**config.mk**
```make
export PLATFORM = sky130hd
export DESIGN_NAME = motorPwmTop
export DESIGN_NICKNAME = d
export VERILOG_FILES = /design/src/design/motorPwmPkg.sv /design/src/design/stepTimer.sv /design/src/design/commutationSequencer.sv /design/src/design/pwmGenerator.sv /design/src/design/motorPwmTop.sv
export SDC_FILE = /design/constraint.sdc
export NUM_CORES = 1
export LEC_CHECK = 0
export BUFFER_PORTS_ARGS = -buffer_cell sky130_fd_sc_hd__buf_2
export CORE_ASPECT_RATIO = 0.5
export CORE_MARGIN = 2
export CORE_UTILIZATION = 57
export CTS_CLUSTER_DIAMETER = 100
export CTS_CLUSTER_SIZE = 28
export DETAILED_ROUTE_END_ITERATION = 6
export GPL_TIMING_DRIVEN = 0
export PLACE_DENSITY = 0.78
export SETUP_SLACK_MARGIN = 0.05
export SLEW_MARGIN = 20
export SYNTH_ARGS = -nofsm -noshare
export SYNTH_HDL_FRONTEND = slang
export SYNTH_SLANG_ARGS = --single-unit
```
**constraint.sdc**
```tcl
create_clock -name clk -period 6.75 [get_ports clk]
set_input_delay 2.025 -clock clk [delete_from_list [all_inputs] [get_ports clk]]
set_output_delay 2.025 -clock clk [all_outputs]
set_load 0.05 [all_outputs]
```
**src/design/motorPwmPkg.sv**
```systemverilog
package motorPwmPkg;

    // step length and step counter width, enough for a few seconds of clocks
    localparam int STEP_W = 25;

    // period length and on-time values
    localparam int LEN_W = 12;

    // want and real accumulators, and the lost report
    localparam int ACC_W = 16;

    // one electrical cycle is split into twelve sub-steps
    localparam int SUB_STEPS = 12;

    // each phase drives for half of the electrical cycle
    localparam int DRIVE_STEPS = 6;

    // phases B and C trail phase A by one third of the cycle each
    localparam int PHASE_SHIFT = 4;

    // shortest pulse the gate driver switches cleanly, in clocks
    localparam int MIN_PULSE = 16;

    // sub-step index, zero to SUB_STEPS minus one
    typedef logic [3:0] stepIdxT;

    // on-time or period length in clocks
    typedef logic [LEN_W-1:0] lenT;

    // accumulated on-time over one step
    typedef logic [ACC_W-1:0] accT;

endpackage

```
**src/design/stepTimer.sv**
```systemverilog
`timescale 1ns/1ps

module stepTimer
    import motorPwmPkg::*;
(
    input  logic              clk,
    input  logic              reset,
    input  logic              run,
    input  logic [STEP_W-1:0] stepLen,
    output logic              stepFirst,
    output logic              stepLast
);

    // clock count within the current commutation step
    logic [STEP_W-1:0] stepCnt;
    logic              cntAtFirst;
    logic              cntAtLast;

    assign cntAtFirst = (stepCnt == '0);
    assign cntAtLast  = (stepCnt == stepLen - 1'b1);

    // strobes only exist while stepping is enabled
    assign stepFirst = run && cntAtFirst;
    assign stepLast  = run && cntAtLast;

    // counts 0 .. stepLen-1 and wraps, so a step lasts exactly stepLen clocks
    always_ff @(posedge clk) begin
        if (reset) begin
            stepCnt <= '0;
        end else if (!run) begin
            // parked at zero so the next run starts with a full step
            stepCnt <= '0;
        end else if (cntAtLast) begin
            stepCnt <= '0;
        end else begin
            stepCnt <= stepCnt + 1'b1;
        end
    end

endmodule

```
**src/design/commutationSequencer.sv**
```systemverilog
`timescale 1ns/1ps

module commutationSequencer
    import motorPwmPkg::*;
(
    input  logic    clk,
    input  logic    reset,
    input  logic    stepLast,
    input  lenT     dutyLen,
    output stepIdxT stepIdx,
    output logic    driveEnA,
    output logic    driveEnB,
    output logic    driveEnC,
    output lenT     wantLenA,
    output lenT     wantLenB,
    output lenT     wantLenC
);

    stepIdxT nextIdx;
    logic    nextDriveA;
    logic    nextDriveB;
    logic    nextDriveC;

    // true when the sub-step falls in the drive window of the given phase
    function automatic logic inWindow(input stepIdxT idx, input int unsigned phase);
        logic [4:0] shifted;
        shifted = 5'(idx) + 5'(SUB_STEPS) - 5'(phase * PHASE_SHIFT);
        if (shifted >= 5'(SUB_STEPS)) begin
            shifted = shifted - 5'(SUB_STEPS);
        end
        return (shifted < 5'(DRIVE_STEPS));
    endfunction

    // index moves on at the end of every step and wraps after the last sub-step
    always_comb begin
        nextIdx = stepIdx;
        if (stepLast) begin
            if (stepIdx == stepIdxT'(SUB_STEPS - 1)) begin
                nextIdx = '0;
            end else begin
                nextIdx = stepIdx + 1'b1;
            end
        end
    end

    assign nextDriveA = inWindow(nextIdx, 0);
    assign nextDriveB = inWindow(nextIdx, 1);
    assign nextDriveC = inWindow(nextIdx, 2);

    // drive enables and wanted on-time are registered from the next index,
    // so they switch in the same cycle as stepIdx
    always_ff @(posedge clk) begin
        if (reset) begin
            stepIdx  <= '0;
            driveEnA <= inWindow('0, 0);
            driveEnB <= inWindow('0, 1);
            driveEnC <= inWindow('0, 2);
            wantLenA <= '0;
            wantLenB <= '0;
            wantLenC <= '0;
        end else begin
            stepIdx  <= nextIdx;
            driveEnA <= nextDriveA;
            driveEnB <= nextDriveB;
            driveEnC <= nextDriveC;
            wantLenA <= nextDriveA ? dutyLen : '0;
            wantLenB <= nextDriveB ? dutyLen : '0;
            wantLenC <= nextDriveC ? dutyLen : '0;
        end
    end

endmodule

```
**src/design/pwmGenerator.sv**
```systemverilog
`timescale 1ns/1ps

module pwmGenerator
    import motorPwmPkg::*;
(
    input  logic clk,
    input  logic reset,
    input  logic stepFirst,
    input  logic stepLast,
    input  logic driveEn,
    input  lenT  wantLen,
    input  lenT  periodLen,
    output logic pwm,
    output accT  lost,
    output logic reportValid
);

    // period down-counter, zero while idle between steps
    lenT periodCnt;

    // on-time held back because it was shorter than MIN_PULSE
    lenT remain;

    // cycles left in the pulse being driven
    lenT pulseCnt;

    // remainder plus this period's want, as seen at a boundary
    lenT remainBase;
    lenT pendSum;

    logic boundary;
    logic launch;

    // wanted and delivered on-time over the current step
    accT wantAcc;
    accT realAcc;
    accT realNow;
    accT diff;
    accT lostMag;

    // a new period starts at stepFirst and whenever the counter reaches one.
    // a reload in the stepLast cycle would only start a pulse that is cut
    // right away, so it is not treated as a boundary
    assign boundary = stepFirst || ((periodCnt == lenT'(1)) && !stepLast);

    // the carried remainder belongs to the previous step once stepFirst arrives
    assign remainBase = stepFirst ? '0 : remain;
    assign pendSum    = remainBase + wantLen;

    // pulse only when the gathered on-time is long enough to switch safely
    assign launch = boundary && driveEn && (pendSum >= lenT'(MIN_PULSE));

    assign pwm = (pulseCnt != '0);

    always_ff @(posedge clk) begin
        if (reset) begin
            periodCnt <= '0;
        end else if (stepLast) begin
            periodCnt <= '0;
        end else if (boundary) begin
            periodCnt <= periodLen;
        end else if (periodCnt != '0) begin
            periodCnt <= periodCnt - 1'b1;
        end
    end

    // too-short want is carried into the next period until it reaches MIN_PULSE
    always_ff @(posedge clk) begin
        if (reset) begin
            remain <= '0;
        end else if (boundary && driveEn) begin
            if (launch) begin
                remain <= '0;
            end else begin
                remain <= pendSum;
            end
        end else if (stepFirst) begin
            remain <= '0;
        end
    end

    // pwm rises the cycle after a launching boundary and is dropped after stepLast
    always_ff @(posedge clk) begin
        if (reset) begin
            pulseCnt <= '0;
        end else if (stepLast) begin
            pulseCnt <= '0;
        end else if (launch) begin
            pulseCnt <= pendSum;
        end else if (pulseCnt != '0) begin
            pulseCnt <= pulseCnt - 1'b1;
        end
    end

    always_ff @(posedge clk) begin
        if (reset) begin
            wantAcc <= '0;
        end else if (stepFirst) begin
            // stepFirst is itself a boundary, so its want is loaded directly
            wantAcc <= driveEn ? accT'(wantLen) : '0;
        end else if (boundary && driveEn) begin
            wantAcc <= wantAcc + accT'(wantLen);
        end
    end

    always_ff @(posedge clk) begin
        if (reset) begin
            realAcc <= '0;
        end else if (stepFirst) begin
            realAcc <= '0;
        end else if (pwm) begin
            realAcc <= realAcc + 1'b1;
        end
    end

    // the stepLast cycle itself may still be a pwm-high cycle
    assign realNow = realAcc + accT'(pwm);
    assign diff    = wantAcc - realNow;

    // lost is reported as a magnitude, the sign is not kept
    assign lostMag = diff[ACC_W-1] ? (~diff + 1'b1) : diff;

    always_ff @(posedge clk) begin
        if (reset) begin
            reportValid <= 1'b0;
            lost        <= '0;
        end else begin
            reportValid <= stepLast;
            if (stepLast) begin
                lost <= lostMag;
            end
        end
    end

endmodule

```
**src/design/motorPwmTop.sv**
```systemverilog
`timescale 1ns/1ps

module motorPwmTop
    import motorPwmPkg::*;
(
    input  logic              clk,
    input  logic              reset,
    input  logic              run,
    input  logic [STEP_W-1:0] stepLen,
    input  lenT               periodLen,
    input  lenT               dutyLen,
    output logic              pwmA,
    output logic              pwmB,
    output logic              pwmC,
    output stepIdxT           stepIdx,
    output logic              reportValid,
    output accT               lostA,
    output accT               lostB,
    output accT               lostC
);

    logic stepFirst;
    logic stepLast;
    logic driveEnA;
    logic driveEnB;
    logic driveEnC;
    lenT  wantLenA;
    lenT  wantLenB;
    lenT  wantLenC;

    stepTimer stepTimer_i (
        .clk       (clk),
        .reset     (reset),
        .run       (run),
        .stepLen   (stepLen),
        .stepFirst (stepFirst),
        .stepLast  (stepLast)
    );

    commutationSequencer commutationSequencer_i (
        .clk      (clk),
        .reset    (reset),
        .stepLast (stepLast),
        .dutyLen  (dutyLen),
        .stepIdx  (stepIdx),
        .driveEnA (driveEnA),
        .driveEnB (driveEnB),
        .driveEnC (driveEnC),
        .wantLenA (wantLenA),
        .wantLenB (wantLenB),
        .wantLenC (wantLenC)
    );

    // all three phases report on the same cycle, phase A stands for them
    pwmGenerator pwmGeneratorA_i (
        .clk         (clk),
        .reset       (reset),
        .stepFirst   (stepFirst),
        .stepLast    (stepLast),
        .driveEn     (driveEnA),
        .wantLen     (wantLenA),
        .periodLen   (periodLen),
        .pwm         (pwmA),
        .lost        (lostA),
        .reportValid (reportValid)
    );

    pwmGenerator pwmGeneratorB_i (
        .clk         (clk),
        .reset       (reset),
        .stepFirst   (stepFirst),
        .stepLast    (stepLast),
        .driveEn     (driveEnB),
        .wantLen     (wantLenB),
        .periodLen   (periodLen),
        .pwm         (pwmB),
        .lost        (lostB),
        .reportValid ()
    );

    pwmGenerator pwmGeneratorC_i (
        .clk         (clk),
        .reset       (reset),
        .stepFirst   (stepFirst),
        .stepLast    (stepLast),
        .driveEn     (driveEnC),
        .wantLen     (wantLenC),
        .periodLen   (periodLen),
        .pwm         (pwmC),
        .lost        (lostC),
        .reportValid ()
    );

endmodule

```
==> flow_results.xml, run 1 <==
<?xml version="1.0" encoding="UTF-8"?>
<metrics>
  <group name="run_status">
    <metric name="outcome" unit="">finished clean</metric>
  </group>
  <group name="routing">
    <metric name="detail_route.wl_per_cell" unit="um">17.7</metric>
    <metric name="drt-initial-drc-count" unit="">1640</metric>
    <metric name="final_antenna_violating_net_count" unit="">0</metric>
    <metric name="viasPerCell" unit="">5.91</metric>
    <metric name="post-route-drc-count" unit="">0</metric>
    <metric name="aggregate_routed_wire_length" unit="um">60000</metric>
    <metric name="dr.pass1.iters" unit="">6</metric>
    <metric name="route.vias.total" unit="">20000</metric>
  </group>
  <group name="synth">
    <metric name="asyncSetResetFlopFracSynth" unit="%">0</metric>
    <metric name="syn_nets" unit="">2981</metric>
    <metric name="seq_area_frac_synth" unit="%">29.3</metric>
    <metric name="postSynthCellCount" unit="">2738</metric>
    <metric name="ys_dominant_reg_cell" unit="">sky130_fd_sc_hd__dfxtp_1</metric>
    <metric name="synth_top_family_by_area" unit="">simple AND/OR/NAND/NOR gates</metric>
    <metric name="postSynthAreaPerCell" unit="um2">8.02</metric>
    <metric name="synthesis.area" unit="um2">22000</metric>
    <metric name="yosys.area_share.xor_xnor" unit="%">11.3</metric>
    <metric name="synth_edf_count" unit="">0</metric>
    <metric name="synthMuxAreaShare" unit="%">1.81</metric>
    <metric name="synthSimpleGateAreaFrac" unit="%">24.7</metric>
    <metric name="yosysWarnings" unit="">0</metric>
    <metric name="ys_seq_elements" unit="">321</metric>
    <metric name="synth.lib_cells_used.distinct" unit="">80</metric>
    <metric name="synth_fa_ha_area_share" unit="%">11.3</metric>
    <metric name="synth-compound-area-share" unit="%">16.1</metric>
  </group>
  <group name="pwr">
    <metric name="p_per_area" unit="nW/um2">258</metric>
    <metric name="finalPower" unit="W">0.00611</metric>
    <metric name="ir_worst_vdd" unit="V">0.000156</metric>
    <metric name="p_leak" unit="nW">9.79</metric>
  </group>
  <group name="place">
    <metric name="placed_cell_area" unit="um2">23100</metric>
    <metric name="pre_cts_ws" unit="ns">-1.30</metric>
    <metric name="place.detailed.instances" unit="">3363</metric>
    <metric name="port_buffers" unit="">105</metric>
    <metric name="gp_routability_congestion" unit="">0.952</metric>
    <metric name="dp.final_hpwl" unit="um">46600</metric>
  </group>
  <group name="die">
    <metric name="total_die_area" unit="um2">40200</metric>
    <metric name="fp-row-count" unit="">50</metric>
    <metric name="initial_utilization" unit="%">58.3</metric>
    <metric name="ios" unit="">108</metric>
    <metric name="die_y" unit="um">143</metric>
    <metric name="core_area" unit="um2">37700</metric>
    <metric name="die_width" unit="um">282</metric>
  </group>
  <group name="sta">
    <metric name="clock_skew" unit="ns">0.0227</metric>
    <metric name="report.final.setup_viol" unit="">0</metric>
    <metric name="rsz_0062_raised_after_global_routing" unit="">no</metric>
    <metric name="post-route-period-util" unit="%">96.5</metric>
    <metric name="worst_slack_on_hold_paths" unit="ns">0.456</metric>
    <metric name="timing.fmax" unit="MHz">154</metric>
    <metric name="worstMarginPinSlew" unit="ns">1.14</metric>
    <metric name="finalWorstSetupSlack" unit="ns">0.236</metric>
    <metric name="report.final.slew_viol_count" unit="">0</metric>
    <metric name="final-hold-violation-count" unit="">0</metric>
    <metric name="minimum_clock_period_after_layout" unit="ns">6.51</metric>
    <metric name="worst_slew_margin_rel" unit="%">23.7</metric>
  </group>
  <group name="setup_path">
    <metric name="worst_ep_arrival_time" unit="ns">6.98</metric>
    <metric name="startpoint_type" unit="">primary input</metric>
    <metric name="cp_max_fo" unit="">13</metric>
    <metric name="cp.required" unit="ns">7.21</metric>
    <metric name="rrSetupSlack" unit="ns">0.61</metric>
    <metric name="timing.setup.critical_path_class" unit="">in2reg</metric>
    <metric name="element_type_at_the_critical_path_end" unit="">register</metric>
  </group>
  <group name="cts">
    <metric name="cts_buffers" unit="">15</metric>
    <metric name="ctsLongestPathBuffers" unit="">3</metric>
    <metric name="tritoncts_clock_tree" unit="">done</metric>
    <metric name="clock_tree.htree_level_count" unit="">1</metric>
    <metric name="root_buffer" unit="">sky130_fd_sc_hd__clkbuf_16</metric>
    <metric name="worst_skew_pair.late_latency" unit="ns">0.54</metric>
    <metric name="clkTransAtPathRegs" unit="ns">0.11</metric>
    <metric name="clkSinkCount" unit="">321</metric>
    <metric name="post_cts_hold_buffer_count" unit="">0</metric>
  </group>
  <group name="global_routing">
    <metric name="grt_first_pass_wirelength" unit="um">94100</metric>
    <metric name="globalRouteTotalUtil" unit="%">29.1</metric>
    <metric name="vias_in_the_first_global_route" unit="">18200</metric>
    <metric name="grt_max_degree" unit="">29</metric>
    <metric name="total_overflow_reported_by_the_global_router" unit="">0</metric>
    <metric name="grt_antenna_before_repair" unit="">1</metric>
  </group>
  <group name="final_layout">
    <metric name="drive_above_1_share" unit="%">6.53</metric>
    <metric name="finalNetCount" unit="">3106</metric>
    <metric name="syn_to_final_growth" unit="%">7.70</metric>
    <metric name="insertedDiodeCount" unit="">0</metric>
    <metric name="finish.instance_area" unit="um2">23600</metric>
    <metric name="finish.cell_count_without_fillers" unit="">3383</metric>
  </group>
  <group name="run">
    <metric name="cap_violations" unit="">0</metric>
  </group>
  <group name="min_path">
    <metric name="hold_path.class" unit="">reg2reg</metric>
  </group>
</metrics>
==> worst max-delay path, cell delays in order <==
cell                       delay [ns]
sky130_fd_sc_hd__buf_2           0.18
sky130_fd_sc_hd__nor4bb_4        0.35
sky130_fd_sc_hd__nand4_1         0.11
sky130_fd_sc_hd__buf_4           0.18
sky130_fd_sc_hd__or2_4           0.34
sky130_fd_sc_hd__clkbuf_1        0.34
sky130_fd_sc_hd__and2_1          0.30
sky130_fd_sc_hd__ha_1            0.38
sky130_fd_sc_hd__o21a_1          0.14
sky130_fd_sc_hd__o31a_1          0.15
sky130_fd_sc_hd__o21a_1          0.19
sky130_fd_sc_hd__or3_1           0.34
sky130_fd_sc_hd__a2111o_1        0.41
sky130_fd_sc_hd__or4_1           0.56
sky130_fd_sc_hd__o211a_1         0.18
sky130_fd_sc_hd__clkbuf_1        0.20
sky130_fd_sc_hd__or4_1           0.50
sky130_fd_sc_hd__o21ai_0         0.10
==> path summary, 6_finish.rpt <==
path	startpoint	to	cells after the start
setup / recovery	run	pwmGeneratorB_i.pulseCnt[10]$_SDFFE_PP0P_	18
hold / removal	pwmGeneratorB_i.lost[15]$_SDFFE_PP0N_	pwmGeneratorB_i.lost[15]$_SDFFE_PP0N_	2
setup reg to reg	pwmGeneratorA_i.pulseCnt[2]$_SDFFE_PP0P_	pwmGeneratorA_i.lost[12]$_SDFFE_PP0N_	18
hold reg to reg	pwmGeneratorB_i.lost[15]$_SDFFE_PP0N_	pwmGeneratorB_i.lost[15]$_SDFFE_PP0N_	2
==> power breakdown <==
group          internal, W  total (W)  switching [W]  leakage [nW]
sequential         0.00208    0.00226       0.000179          2.61
clock             0.000415    0.00107       0.000655         0.197
combinational      0.00113    0.00278        0.00165          6.98
==> cells in the final DEF (no fill, tap or decap), types with 17 or more instances in the layout <==
cell	count
sky130_fd_sc_hd__dfxtp_1	321
sky130_fd_sc_hd__nor2_1	273
sky130_fd_sc_hd__inv_1	201
sky130_fd_sc_hd__nand2_1	199
sky130_fd_sc_hd__ha_1	179
sky130_fd_sc_hd__xnor2_1	159
sky130_fd_sc_hd__a21oi_1	135
sky130_fd_sc_hd__xor2_1	125
sky130_fd_sc_hd__buf_2	118
sky130_fd_sc_hd__nand3_1	113
sky130_fd_sc_hd__o21ai_0	90
sky130_fd_sc_hd__clkbuf_1	85
sky130_fd_sc_hd__nor3_1	78
sky130_fd_sc_hd__a211oi_1	74
sky130_fd_sc_hd__and2_1	67
sky130_fd_sc_hd__and3_1	63
sky130_fd_sc_hd__or3_1	49
sky130_fd_sc_hd__nor4_1	38
sky130_fd_sc_hd__mux2i_1	33
sky130_fd_sc_hd__nand2b_1	29
sky130_fd_sc_hd__or4_1	26
sky130_fd_sc_hd__nand4_1	25
sky130_fd_sc_hd__a21o_1	24
sky130_fd_sc_hd__nor2b_1	22
sky130_fd_sc_hd__o21a_1	20
sky130_fd_sc_hd__nor3b_1	19
sky130_fd_sc_hd__o211ai_1	19
sky130_fd_sc_hd__a31oi_1	17
==> sequential cells by signal (all words and copies together), names as in the netlist, 16 cells and up <==
| signal | flops |
|---|---|
| stepTimer_i.stepCnt | 25 |
| pwmGeneratorA_i.lost | 16 |
| pwmGeneratorA_i.realAcc | 16 |
| pwmGeneratorA_i.wantAcc | 16 |
| pwmGeneratorB_i.lost | 16 |
| pwmGeneratorB_i.realAcc | 16 |
| pwmGeneratorB_i.wantAcc | 16 |
| pwmGeneratorC_i.lost | 16 |
| pwmGeneratorC_i.realAcc | 16 |
| pwmGeneratorC_i.wantAcc | 16 |
==> repair_timing <==
| action | in CTS | in global routing |
|---|---|---|
| setup buffers | 2 | 2 |
| pin swaps | 1 | 1 |
| cloned | 0 | 0 |
| gates resized for setup | 9 | 12 |
| setup endpoints to repair | 65 | 61 |
==> logic make-up (layout without fill, tap and decap cells) <==
kind of cell,after synthesis,after routing
compound gates,525,525
xor+xnor,284,284
fa+ha+maj,191,191
buf+inv,315,440
flops,321,321
mux,39,39
simple gates,1063,1063
==> layout make-up <==
| class | instances | area (um2) |
|---|---|---|
| Fill cell | 3408 | 14000 |
| Tap cell | 520 | 651 |
| Multi-Input combinational cell | 2102 | 14400 |
| Inverter | 203 | 762 |
| Timing Repair Buffer | 109 | 556 |
| Buffer | 111 | 450 |
| Clock buffer | 15 | 375 |
| Sequential cell | 321 | 6430 |
| Clock inverter | 2 | 25.0 |
==> metrics by stage <==
step	setup TNS (ns)	utilization, %
floorplan	0	-
CTS	0	62.6
global route	0	62.8
global placement	-48.17	61.4
detailed placement	-53.13	61.4
finish	0	62.8
==> per-layer routing <==
metal	vias to the layer above	wire, um	track usage, %
li1	9885	-	-
met1	9371	28600	41.5
met2	645	25200	45.1
met3	91	4890	5.89
met4	0	1290	6.89
met5	-	0	0
==> cells in the mapped netlist (15+ instances only) <==
library cell	number	area, um2
sky130_fd_sc_hd__o211ai_1	19	143
sky130_fd_sc_hd__or3_1	49	307
sky130_fd_sc_hd__nand2_1	199	747
sky130_fd_sc_hd__nor2_1	273	1020
sky130_fd_sc_hd__a311oi_1	15	131
sky130_fd_sc_hd__a211oi_1	74	556
sky130_fd_sc_hd__dfxtp_1	321	6430
sky130_fd_sc_hd__nand3_1	113	566
sky130_fd_sc_hd__or4_1	26	195
sky130_fd_sc_hd__clkbuf_1	89	334
sky130_fd_sc_hd__inv_1	201	754
sky130_fd_sc_hd__nor3b_1	20	150
sky130_fd_sc_hd__xor2_1	125	1090
sky130_fd_sc_hd__nor2b_1	22	138
sky130_fd_sc_hd__o21ai_0	91	455
sky130_fd_sc_hd__and2_1	67	419
sky130_fd_sc_hd__xnor2_1	159	1390
sky130_fd_sc_hd__o21a_1	20	150
sky130_fd_sc_hd__a31oi_1	17	106
sky130_fd_sc_hd__nor4_1	38	238
sky130_fd_sc_hd__mux2i_1	33	330
sky130_fd_sc_hd__nor3_1	78	390
sky130_fd_sc_hd__a21oi_1	135	676
sky130_fd_sc_hd__nand3b_1	15	113
sky130_fd_sc_hd__ha_1	179	2240
sky130_fd_sc_hd__nand4_1	25	156
sky130_fd_sc_hd__nand2b_1	29	181
sky130_fd_sc_hd__and3_1	63	394
sky130_fd_sc_hd__a21o_1	24	180
Note: power is estimated with default switching activity, not from simulation.
==> inputs of run 2 (changes only) <==
--- a/config.mk
+++ b/config.mk
@@ -14,7 +14,9 @@
 export DETAILED_ROUTE_END_ITERATION = 6
 export GPL_TIMING_DRIVEN = 0
 export PLACE_DENSITY = 0.78
+export REMOVE_ABC_BUFFERS = 1
 export SETUP_SLACK_MARGIN = 0.05
+export SKIP_LAST_GASP = 1
 export SLEW_MARGIN = 20
 export SYNTH_ARGS = -nofsm -noshare
 export SYNTH_HDL_FRONTEND = slang
==> run 2 against run 1 <==
  * Worst hold slack lost 0.00052 ns
  * Utilization shrank 0.48 points
  * Clock power is essentially flat
  * Worst setup slack gained 0.051 ns
  * Critical path type unchanged
  * Critical endpoint is now commutationSequencer_i.wantLenA[0]$_SDFF_PP0_
==> flow_results.xml, run 2 (same netlist as run 1, synthesis figures left out) <==
<?xml version="1.0" encoding="UTF-8"?>
<metrics>
  <group name="routing">
    <metric name="post-route-drc-count" unit="">0</metric>
    <metric name="viasPerCell" unit="">5.87</metric>
    <metric name="routed.top_layer" unit="">met4</metric>
    <metric name="drt-initial-drc-count" unit="">1449</metric>
    <metric name="final_antenna_violating_net_count" unit="">0</metric>
    <metric name="met3RoutedLength" unit="um">3420</metric>
    <metric name="detail_route.wl_per_cell" unit="um">16.6</metric>
    <metric name="aggregate_routed_wire_length" unit="um">54700</metric>
    <metric name="dr.pass1.iters" unit="">7</metric>
    <metric name="dr_wl_met2" unit="um">25100</metric>
    <metric name="route.vias.total" unit="">19300</metric>
    <metric name="met1_length" unit="um">25000</metric>
  </group>
  <group name="pwr">
    <metric name="cellInternalPower" unit="W">0.00361</metric>
    <metric name="p_leak" unit="nW">9.72</metric>
    <metric name="ir_worst_vdd" unit="V">0.000159</metric>
    <metric name="finalPower" unit="W">0.00598</metric>
    <metric name="power_frac_clock" unit="%">17.7</metric>
    <metric name="switching_share" unit="%">39.7</metric>
    <metric name="p_per_area" unit="nW/um2">255</metric>
    <metric name="combinationalPowerShare" unit="%">44.6</metric>
    <metric name="power.sequential.fraction" unit="%">37.6</metric>
    <metric name="total_switching_power" unit="W">0.00237</metric>
  </group>
  <group name="final_layout">
    <metric name="most-common-layout-cells" unit="">sky130_fd_sc_hd__dfxtp_1, sky130_fd_sc_hd__nor2_1, sky130_fd_sc_hd__inv_1</metric>
    <metric name="finish.cell_count_without_fillers" unit="">3292</metric>
    <metric name="max_flop_register" unit="">stepTimer_i.stepCnt</metric>
    <metric name="insertedDiodeCount" unit="">0</metric>
    <metric name="syn_to_final_growth" unit="%">6.88</metric>
    <metric name="layout_commonest_cell" unit="">sky130_fd_sc_hd__dfxtp_1</metric>
    <metric name="fin_util" unit="%">62.3</metric>
    <metric name="largest_register_ff_count" unit="">25</metric>
    <metric name="drive_above_1_share" unit="%">7.22</metric>
    <metric name="finalNetCount" unit="">3015</metric>
  </group>
  <group name="cts">
    <metric name="ctsLongestPathBuffers" unit="">3</metric>
    <metric name="post_cts_hold_buffer_count" unit="">0</metric>
    <metric name="tritoncts_clock_tree" unit="">done</metric>
    <metric name="root_buffer" unit="">sky130_fd_sc_hd__clkbuf_16</metric>
    <metric name="cts_buffers" unit="">15</metric>
    <metric name="clock_tree.htree_level_count" unit="">1</metric>
    <metric name="clkSinkCount" unit="">321</metric>
    <metric name="worst_skew_pair.late_latency" unit="ns">0.54</metric>
    <metric name="clkTransAtPathRegs" unit="ns">0.12</metric>
  </group>
  <group name="die">
    <metric name="core_area" unit="um2">37700</metric>
    <metric name="die_width" unit="um">282</metric>
    <metric name="total_die_area" unit="um2">40200</metric>
    <metric name="die_y" unit="um">143</metric>
    <metric name="fp-row-count" unit="">50</metric>
    <metric name="ios" unit="">108</metric>
    <metric name="initial_utilization" unit="%">58.3</metric>
  </group>
  <group name="setup_path">
    <metric name="cp-startpoint" unit="">stepLen[0]</metric>
    <metric name="cp.required" unit="ns">7.18</metric>
    <metric name="cp_max_fo" unit="">13</metric>
    <metric name="worst_ep_arrival_time" unit="ns">6.90</metric>
    <metric name="cp-endpoint" unit="">commutationSequencer_i.wantLenA[0]$_SDFF_PP0_</metric>
    <metric name="rrSetupSlack" unit="ns">0.77</metric>
    <metric name="startpoint_type" unit="">primary input</metric>
    <metric name="worstReg2RegEnd" unit="">pwmGeneratorA_i.lost[14]$_SDFFE_PP0N_</metric>
    <metric name="timing.setup.critical_path_class" unit="">in2reg</metric>
    <metric name="regToRegStartpoint" unit="">pwmGeneratorA_i.pulseCnt[2]$_SDFFE_PP0P_</metric>
    <metric name="r2r_cells" unit="">17</metric>
    <metric name="element_type_at_the_critical_path_end" unit="">register</metric>
  </group>
  <group name="sta">
    <metric name="final-hold-violation-count" unit="">0</metric>
    <metric name="timing.fmax" unit="MHz">155</metric>
    <metric name="worst_slew_margin_rel" unit="%">24.3</metric>
    <metric name="report.final.setup_viol" unit="">0</metric>
    <metric name="report.final.slew_viol_count" unit="">0</metric>
    <metric name="clock_skew" unit="ns">0.0270</metric>
    <metric name="worst_slack_on_hold_paths" unit="ns">0.456</metric>
    <metric name="minimum_clock_period_after_layout" unit="ns">6.46</metric>
    <metric name="rsz_0062_raised_after_global_routing" unit="">yes</metric>
    <metric name="worstMarginPinSlew" unit="ns">1.13</metric>
    <metric name="post-route-period-util" unit="%">95.7</metric>
  </group>
  <group name="global_routing">
    <metric name="globalRouteTotalUtil" unit="%">26.4</metric>
    <metric name="vias_in_the_first_global_route" unit="">17600</metric>
    <metric name="grt_max_degree" unit="">77</metric>
    <metric name="grt_first_pass_wirelength" unit="um">87100</metric>
    <metric name="total_overflow_reported_by_the_global_router" unit="">0</metric>
    <metric name="grt_antenna_before_repair" unit="">0</metric>
  </group>
  <group name="run">
    <metric name="cap_violations" unit="">0</metric>
  </group>
  <group name="run_status">
    <metric name="outcome" unit="">finished clean</metric>
  </group>
  <group name="place">
    <metric name="gp_routability_congestion" unit="">0.900</metric>
    <metric name="port_buffers" unit="">107</metric>
    <metric name="dp.final_hpwl" unit="um">39400</metric>
    <metric name="place.detailed.instances" unit="">3261</metric>
  </group>
  <group name="min_path">
    <metric name="hold_path.class" unit="">reg2reg</metric>
  </group>
</metrics>
==> run 2: cell types whose count changed in the layout (fill, tap and decap cells not counted), sizes merged <==
| cell | previous run | this run |
|---|---|---|
| buf | 132 | 126 |
| clkbuf | 103 | 16 |
| nand4 | 26 | 27 |
| or2 | 13 | 14 |
==> run 2: worst max-delay path: stages <==
cell	delay (ns)
sky130_fd_sc_hd__buf_2	0.12
sky130_fd_sc_hd__or4_1	0.72
sky130_fd_sc_hd__nand4bb_1	0.43
sky130_fd_sc_hd__o21a_1	0.29
sky130_fd_sc_hd__or4_4	0.52
sky130_fd_sc_hd__a311oi_4	0.29
sky130_fd_sc_hd__buf_4	0.19
sky130_fd_sc_hd__and4_2	0.40
sky130_fd_sc_hd__a21boi_0	0.19
sky130_fd_sc_hd__and2_1	0.23
sky130_fd_sc_hd__ha_1	0.21
sky130_fd_sc_hd__nand2b_1	0.19
sky130_fd_sc_hd__o21a_1	0.19
sky130_fd_sc_hd__mux2i_1	0.18
sky130_fd_sc_hd__o211ai_2	0.31
sky130_fd_sc_hd__nor3b_1	0.41
==> run 2: cell type report <==
cell class / count / area, um2
clock inverters: 2 / 25.0
fillers: 3323 / 14200
clock buffers: 15 / 375
multi-input cells: 2104 / 14500
well taps: 520 / 651
flip-flops and latches: 321 / 6430
repair buffers: 127 / 764
inverters: 203 / 762
==> run 2: per-layer routing <==
metal	GRT usage [%]	up-vias
met1	35.4	9094
li1	-	9714
met5	0	-
met3	3.68	81
met4	6.41	0
met2	44.9	438
==> run 2: per-stage QoR <==
stage,TNS [ns],instance area (um2),setup slack (ns)
after floorplan,-2.75,21500,-0.205
after global placement,-310.56,22700,-3.12
after detailed placement,-96.33,22900,-1.37
after CTS,0,23400,0.0712
after global routing,0,23500,0.0204
final,0,23500,0.287
==> run 2: repair_timing <==
action                     4_1_cts  5_1_grt
buffers inserted                 2        9
gates resized for setup          5        2
pin swaps                        1        4
setup endpoints to repair       85       49
hold endpoints to repair         0        0
cloned                           1        1
==> run 2: worst min path at each step <==
stage	cells past startpoint	startpoint	slack, ns	endpoint
3_5_place_dp	2	pwmGeneratorC_i.lost[6]$_SDFFE_PP0N_	0.44	pwmGeneratorC_i.lost[6]$_SDFFE_PP0N_
3_3_place_gp	2	pwmGeneratorC_i.lost[6]$_SDFFE_PP0N_	0.43	pwmGeneratorC_i.lost[6]$_SDFFE_PP0N_
4_1_cts	2	pwmGeneratorC_i.lost[6]$_SDFFE_PP0N_	0.46	pwmGeneratorC_i.lost[6]$_SDFFE_PP0N_
5_1_grt	2	pwmGeneratorC_i.lost[6]$_SDFFE_PP0N_	0.48	pwmGeneratorC_i.lost[6]$_SDFFE_PP0N_
6_report	2	pwmGeneratorC_i.lost[6]$_SDFFE_PP0N_	0.46	pwmGeneratorC_i.lost[6]$_SDFFE_PP0N_
2_1_floorplan	2	pwmGeneratorA_i.wantAcc[14]$_SDFFE_PP0P_	0.43	pwmGeneratorA_i.wantAcc[14]$_SDFFE_PP0P_
==> run 2: power groups by stage <==
stage	registers, W	clock network (W)	logic (W)
2_1_floorplan	0.00225	0	0.00211
3_3_place_gp	0.00228	0	0.00255
3_5_place_dp	0.00229	0	0.00263
4_1_cts	0.00225	0.00107	0.00265
5_1_grt	0.00228	0.00114	0.00299
6_report	0.00225	0.00106	0.00267
==> inputs of run 3 (changes only) <==
--- a/config.mk
+++ b/config.mk
@@ -20,4 +20,5 @@
 export SLEW_MARGIN = 20
 export SYNTH_ARGS = -nofsm -noshare
 export SYNTH_HDL_FRONTEND = slang
+export SYNTH_HIERARCHICAL = 1
 export SYNTH_SLANG_ARGS = --single-unit
==> run 3 against run 2 <==
  * Sequential power hardly changed
  * Global-route usage is 2.5 points lower
  * Sequential share of layout area is 0.28 points higher
  * Critical endpoint is now commutationSequencer_i/wantLenC[1]$_SDFF_PP0_
==> flow_results.xml, run 3 <==
<?xml version="1.0" encoding="UTF-8"?>
<metrics>
  <group name="cts">
    <metric name="root_buffer" unit="">sky130_fd_sc_hd__clkbuf_16</metric>
    <metric name="clkSinkCount" unit="">321</metric>
    <metric name="post_cts_hold_buffer_count" unit="">0</metric>
    <metric name="clock_tree.htree_level_count" unit="">1</metric>
    <metric name="tritoncts_clock_tree" unit="">done</metric>
    <metric name="clkTransAtPathRegs" unit="ns">0.11</metric>
    <metric name="cts_buffers" unit="">15</metric>
    <metric name="ctsLongestPathBuffers" unit="">3</metric>
    <metric name="worst_skew_pair.late_latency" unit="ns">0.53</metric>
  </group>
  <group name="final_layout">
    <metric name="fin_util" unit="%">62.0</metric>
    <metric name="syn_to_final_growth" unit="%">6.96</metric>
    <metric name="layout_commonest_cell" unit="">sky130_fd_sc_hd__dfxtp_1</metric>
    <metric name="most-common-layout-cells" unit="">sky130_fd_sc_hd__dfxtp_1, sky130_fd_sc_hd__nor2_1, sky130_fd_sc_hd__inv_1</metric>
    <metric name="finish.cell_count_without_fillers" unit="">3229</metric>
    <metric name="drive_above_1_share" unit="%">8.16</metric>
    <metric name="finalNetCount" unit="">2976</metric>
    <metric name="max_flop_register" unit="">stepTimer_i/stepCnt</metric>
    <metric name="n_fill_cell" unit="">3230</metric>
    <metric name="largest_register_ff_count" unit="">25</metric>
  </group>
  <group name="die">
    <metric name="core_area" unit="um2">37500</metric>
    <metric name="total_die_area" unit="um2">39800</metric>
    <metric name="ios" unit="">108</metric>
    <metric name="initial_utilization" unit="%">58.0</metric>
    <metric name="die_y" unit="um">142</metric>
    <metric name="die_width" unit="um">280</metric>
    <metric name="fp-row-count" unit="">50</metric>
  </group>
  <group name="routing">
    <metric name="aggregate_routed_wire_length" unit="um">48900</metric>
    <metric name="routed.top_layer" unit="">met4</metric>
    <metric name="met1_length" unit="um">23800</metric>
    <metric name="final_antenna_violating_net_count" unit="">0</metric>
    <metric name="drt-initial-drc-count" unit="">1165</metric>
    <metric name="met3RoutedLength" unit="um">2050</metric>
    <metric name="route.vias.total" unit="">18500</metric>
    <metric name="post-route-drc-count" unit="">0</metric>
    <metric name="viasPerCell" unit="">5.74</metric>
    <metric name="dr.pass1.iters" unit="">5</metric>
    <metric name="detail_route.wl_per_cell" unit="um">15.1</metric>
    <metric name="dr_wl_met2" unit="um">22000</metric>
  </group>
  <group name="setup_path">
    <metric name="element_type_at_the_critical_path_end" unit="">register</metric>
    <metric name="cp_max_fo" unit="">37</metric>
    <metric name="cp.required" unit="ns">7.21</metric>
    <metric name="worst_ep_arrival_time" unit="ns">6.94</metric>
    <metric name="worstReg2RegEnd" unit="">pwmGeneratorC_i/pulseCnt[2]$_SDFFE_PP0P_</metric>
    <metric name="critical_path_buf_inv_count" unit="">4</metric>
    <metric name="regToRegStartpoint" unit="">stepTimer_i/stepCnt[0]$_SDFF_PP0_</metric>
    <metric name="r2r_cells" unit="">20</metric>
    <metric name="rrSetupSlack" unit="ns">1.45</metric>
    <metric name="slowest_stage" unit="">sky130_fd_sc_hd__or4_4</metric>
    <metric name="timing.setup.critical_path_class" unit="">in2reg</metric>
    <metric name="startpoint_type" unit="">primary input</metric>
    <metric name="critical_path.max_stage_delay" unit="ns">0.58</metric>
    <metric name="worstPathCellList" unit="">buf_2 &gt; or4_4 &gt; or4_4 &gt; or4_1 &gt; and4b_1 &gt; nor3_2 &gt; nor4_4 &gt; buf_6 &gt; and2_4 &gt; buf_12 &gt; and4b_2 &gt; o21ai_0 &gt; and2_1 &gt; inv_1 &gt; ha_1 &gt; a21oi_1 &gt; nor2b_4 &gt; and2_1</metric>
    <metric name="cp_top_family" unit="">simple AND/OR/NAND/NOR gates</metric>
  </group>
  <group name="min_path">
    <metric name="min_to" unit="">pwmGeneratorA_i/lost[7]$_SDFFE_PP0P_</metric>
    <metric name="hold_path.class" unit="">reg2reg</metric>
    <metric name="whs_path_depth" unit="">2</metric>
    <metric name="hold_path.startpoint" unit="">pwmGeneratorA_i/lost[7]$_SDFFE_PP0P_</metric>
  </group>
  <group name="global_routing">
    <metric name="grt_max_degree" unit="">78</metric>
    <metric name="globalRouteTotalUtil" unit="%">23.9</metric>
    <metric name="vias_in_the_first_global_route" unit="">17000</metric>
    <metric name="grt_first_pass_wirelength" unit="um">80300</metric>
    <metric name="total_overflow_reported_by_the_global_router" unit="">0</metric>
    <metric name="grt_antenna_before_repair" unit="">3</metric>
  </group>
  <group name="run_status">
    <metric name="outcome" unit="">finished clean</metric>
  </group>
  <group name="pwr">
    <metric name="ir_worst_vdd" unit="V">0.000171</metric>
    <metric name="p_per_area" unit="nW/um2">251</metric>
    <metric name="finalPower" unit="W">0.00584</metric>
    <metric name="p_leak" unit="nW">9.60</metric>
  </group>
  <group name="synth">
    <metric name="synthesis.area" unit="um2">21700</metric>
    <metric name="yosysWarnings" unit="">6</metric>
    <metric name="postSynthAreaPerCell" unit="um2">8.07</metric>
    <metric name="postSynthCellCount" unit="">2691</metric>
  </group>
  <group name="sta">
    <metric name="rsz_0062_raised_after_global_routing" unit="">no</metric>
    <metric name="post-route-period-util" unit="%">95.9</metric>
    <metric name="worst_slack_on_hold_paths" unit="ns">0.451</metric>
    <metric name="final-hold-violation-count" unit="">0</metric>
    <metric name="report.final.setup_viol" unit="">0</metric>
    <metric name="minimum_clock_period_after_layout" unit="ns">6.48</metric>
    <metric name="worst_slew_margin_rel" unit="%">27.5</metric>
    <metric name="worstMarginPinSlew" unit="ns">1.08</metric>
    <metric name="report.final.slew_viol_count" unit="">0</metric>
    <metric name="finalWorstSetupSlack" unit="ns">0.275</metric>
    <metric name="timing.fmax" unit="MHz">154</metric>
    <metric name="clock_skew" unit="ns">0.0278</metric>
  </group>
  <group name="place">
    <metric name="port_buffers" unit="">107</metric>
    <metric name="pre_cts_ws" unit="ns">-1.40</metric>
    <metric name="place.detailed.instances" unit="">3203</metric>
    <metric name="gp_routability_congestion" unit="">0.888</metric>
    <metric name="dp.final_hpwl" unit="um">36000</metric>
  </group>
  <group name="run">
    <metric name="cap_violations" unit="">0</metric>
  </group>
</metrics>
[run 3: power by group]
group | internal, W | leakage [nW] | total, W | switching, W
registers | 0.00206 | 2.61 | 0.00223 | 0.000170
logic | 0.00111 | 6.79 | 0.00258 | 0.00147
clock network | 0.000411 | 0.192 | 0.00103 | 0.000621
total | 0.00358 | 9.60 | 0.00584 | 0.00226
[run 3: timing repair]
item,4_1_cts,5_1_grt
pin swaps,4,2
gates cloned,0,1
resized for setup,11,7
setup buffers,2,4
setup endpoints to repair,168,143
[run 3: metrics by stage]
step / setup TNS, ns / area [um2]
6_report: 0 / 23200
5_1_grt: 0 / 23200
4_1_cts: 0 / 23100
3_5_place_dp: -165.18 / 22700
3_3_place_gp: -938.48 / 22500
2_1_floorplan: -251.84 / 21300
[run 3: worst max path at each step]
stage,end,depth (start not counted),slack (ns),start
after floorplan,pwmGeneratorB_i/wantAcc[2]$_SDFFE_PP0P_,16,-1.77,stepLen[12]
after global placement,pwmGeneratorB_i/wantAcc[5]$_SDFFE_PP0P_,9,-5.11,run
after detailed placement,pwmGeneratorA_i/wantAcc[14]$_SDFFE_PP0P_,18,-1.40,stepLen[0]
after CTS,commutationSequencer_i/wantLenA[3]$_SDFF_PP0_,18,0.007,stepLen[12]
after global routing,pwmGeneratorA_i/wantAcc[15]$_SDFFE_PP0P_,19,0.06,stepLen[12]
final,commutationSequencer_i/wantLenC[1]$_SDFF_PP0_,18,0.27,stepLen[12]
[run 3: worst min-delay path, delay by kind of cell, from the launching register on]
kind / cells / cell delay [ns]
AOI/OAI and AO/OA: 1 / 0.05
and+or+nand+nor: 1 / 0.05
DFF: 1 / 0.32
[run 3: cell type report]
cell class                 count  area, um2  share of cell area (%)
multi-input combinational   2078      14300                    61.6
timing repair buffer         122        754                    3.25
clock inverter                 1       16.3                  0.0700
inverter                     195        732                    3.15
sequential                   321       6430                    27.7
clock buffer                  15        375                    1.62
tap                          494        618                    2.66
antenna                        3       7.51                  0.0323
[run 3: per-layer routing]
layer,vias to the layer above,global-route usage (%)
met5,-,0
met4,0,5.46
met3,60,2.77
met2,333,40.9
met1,8647,32.4
li1,9509,-
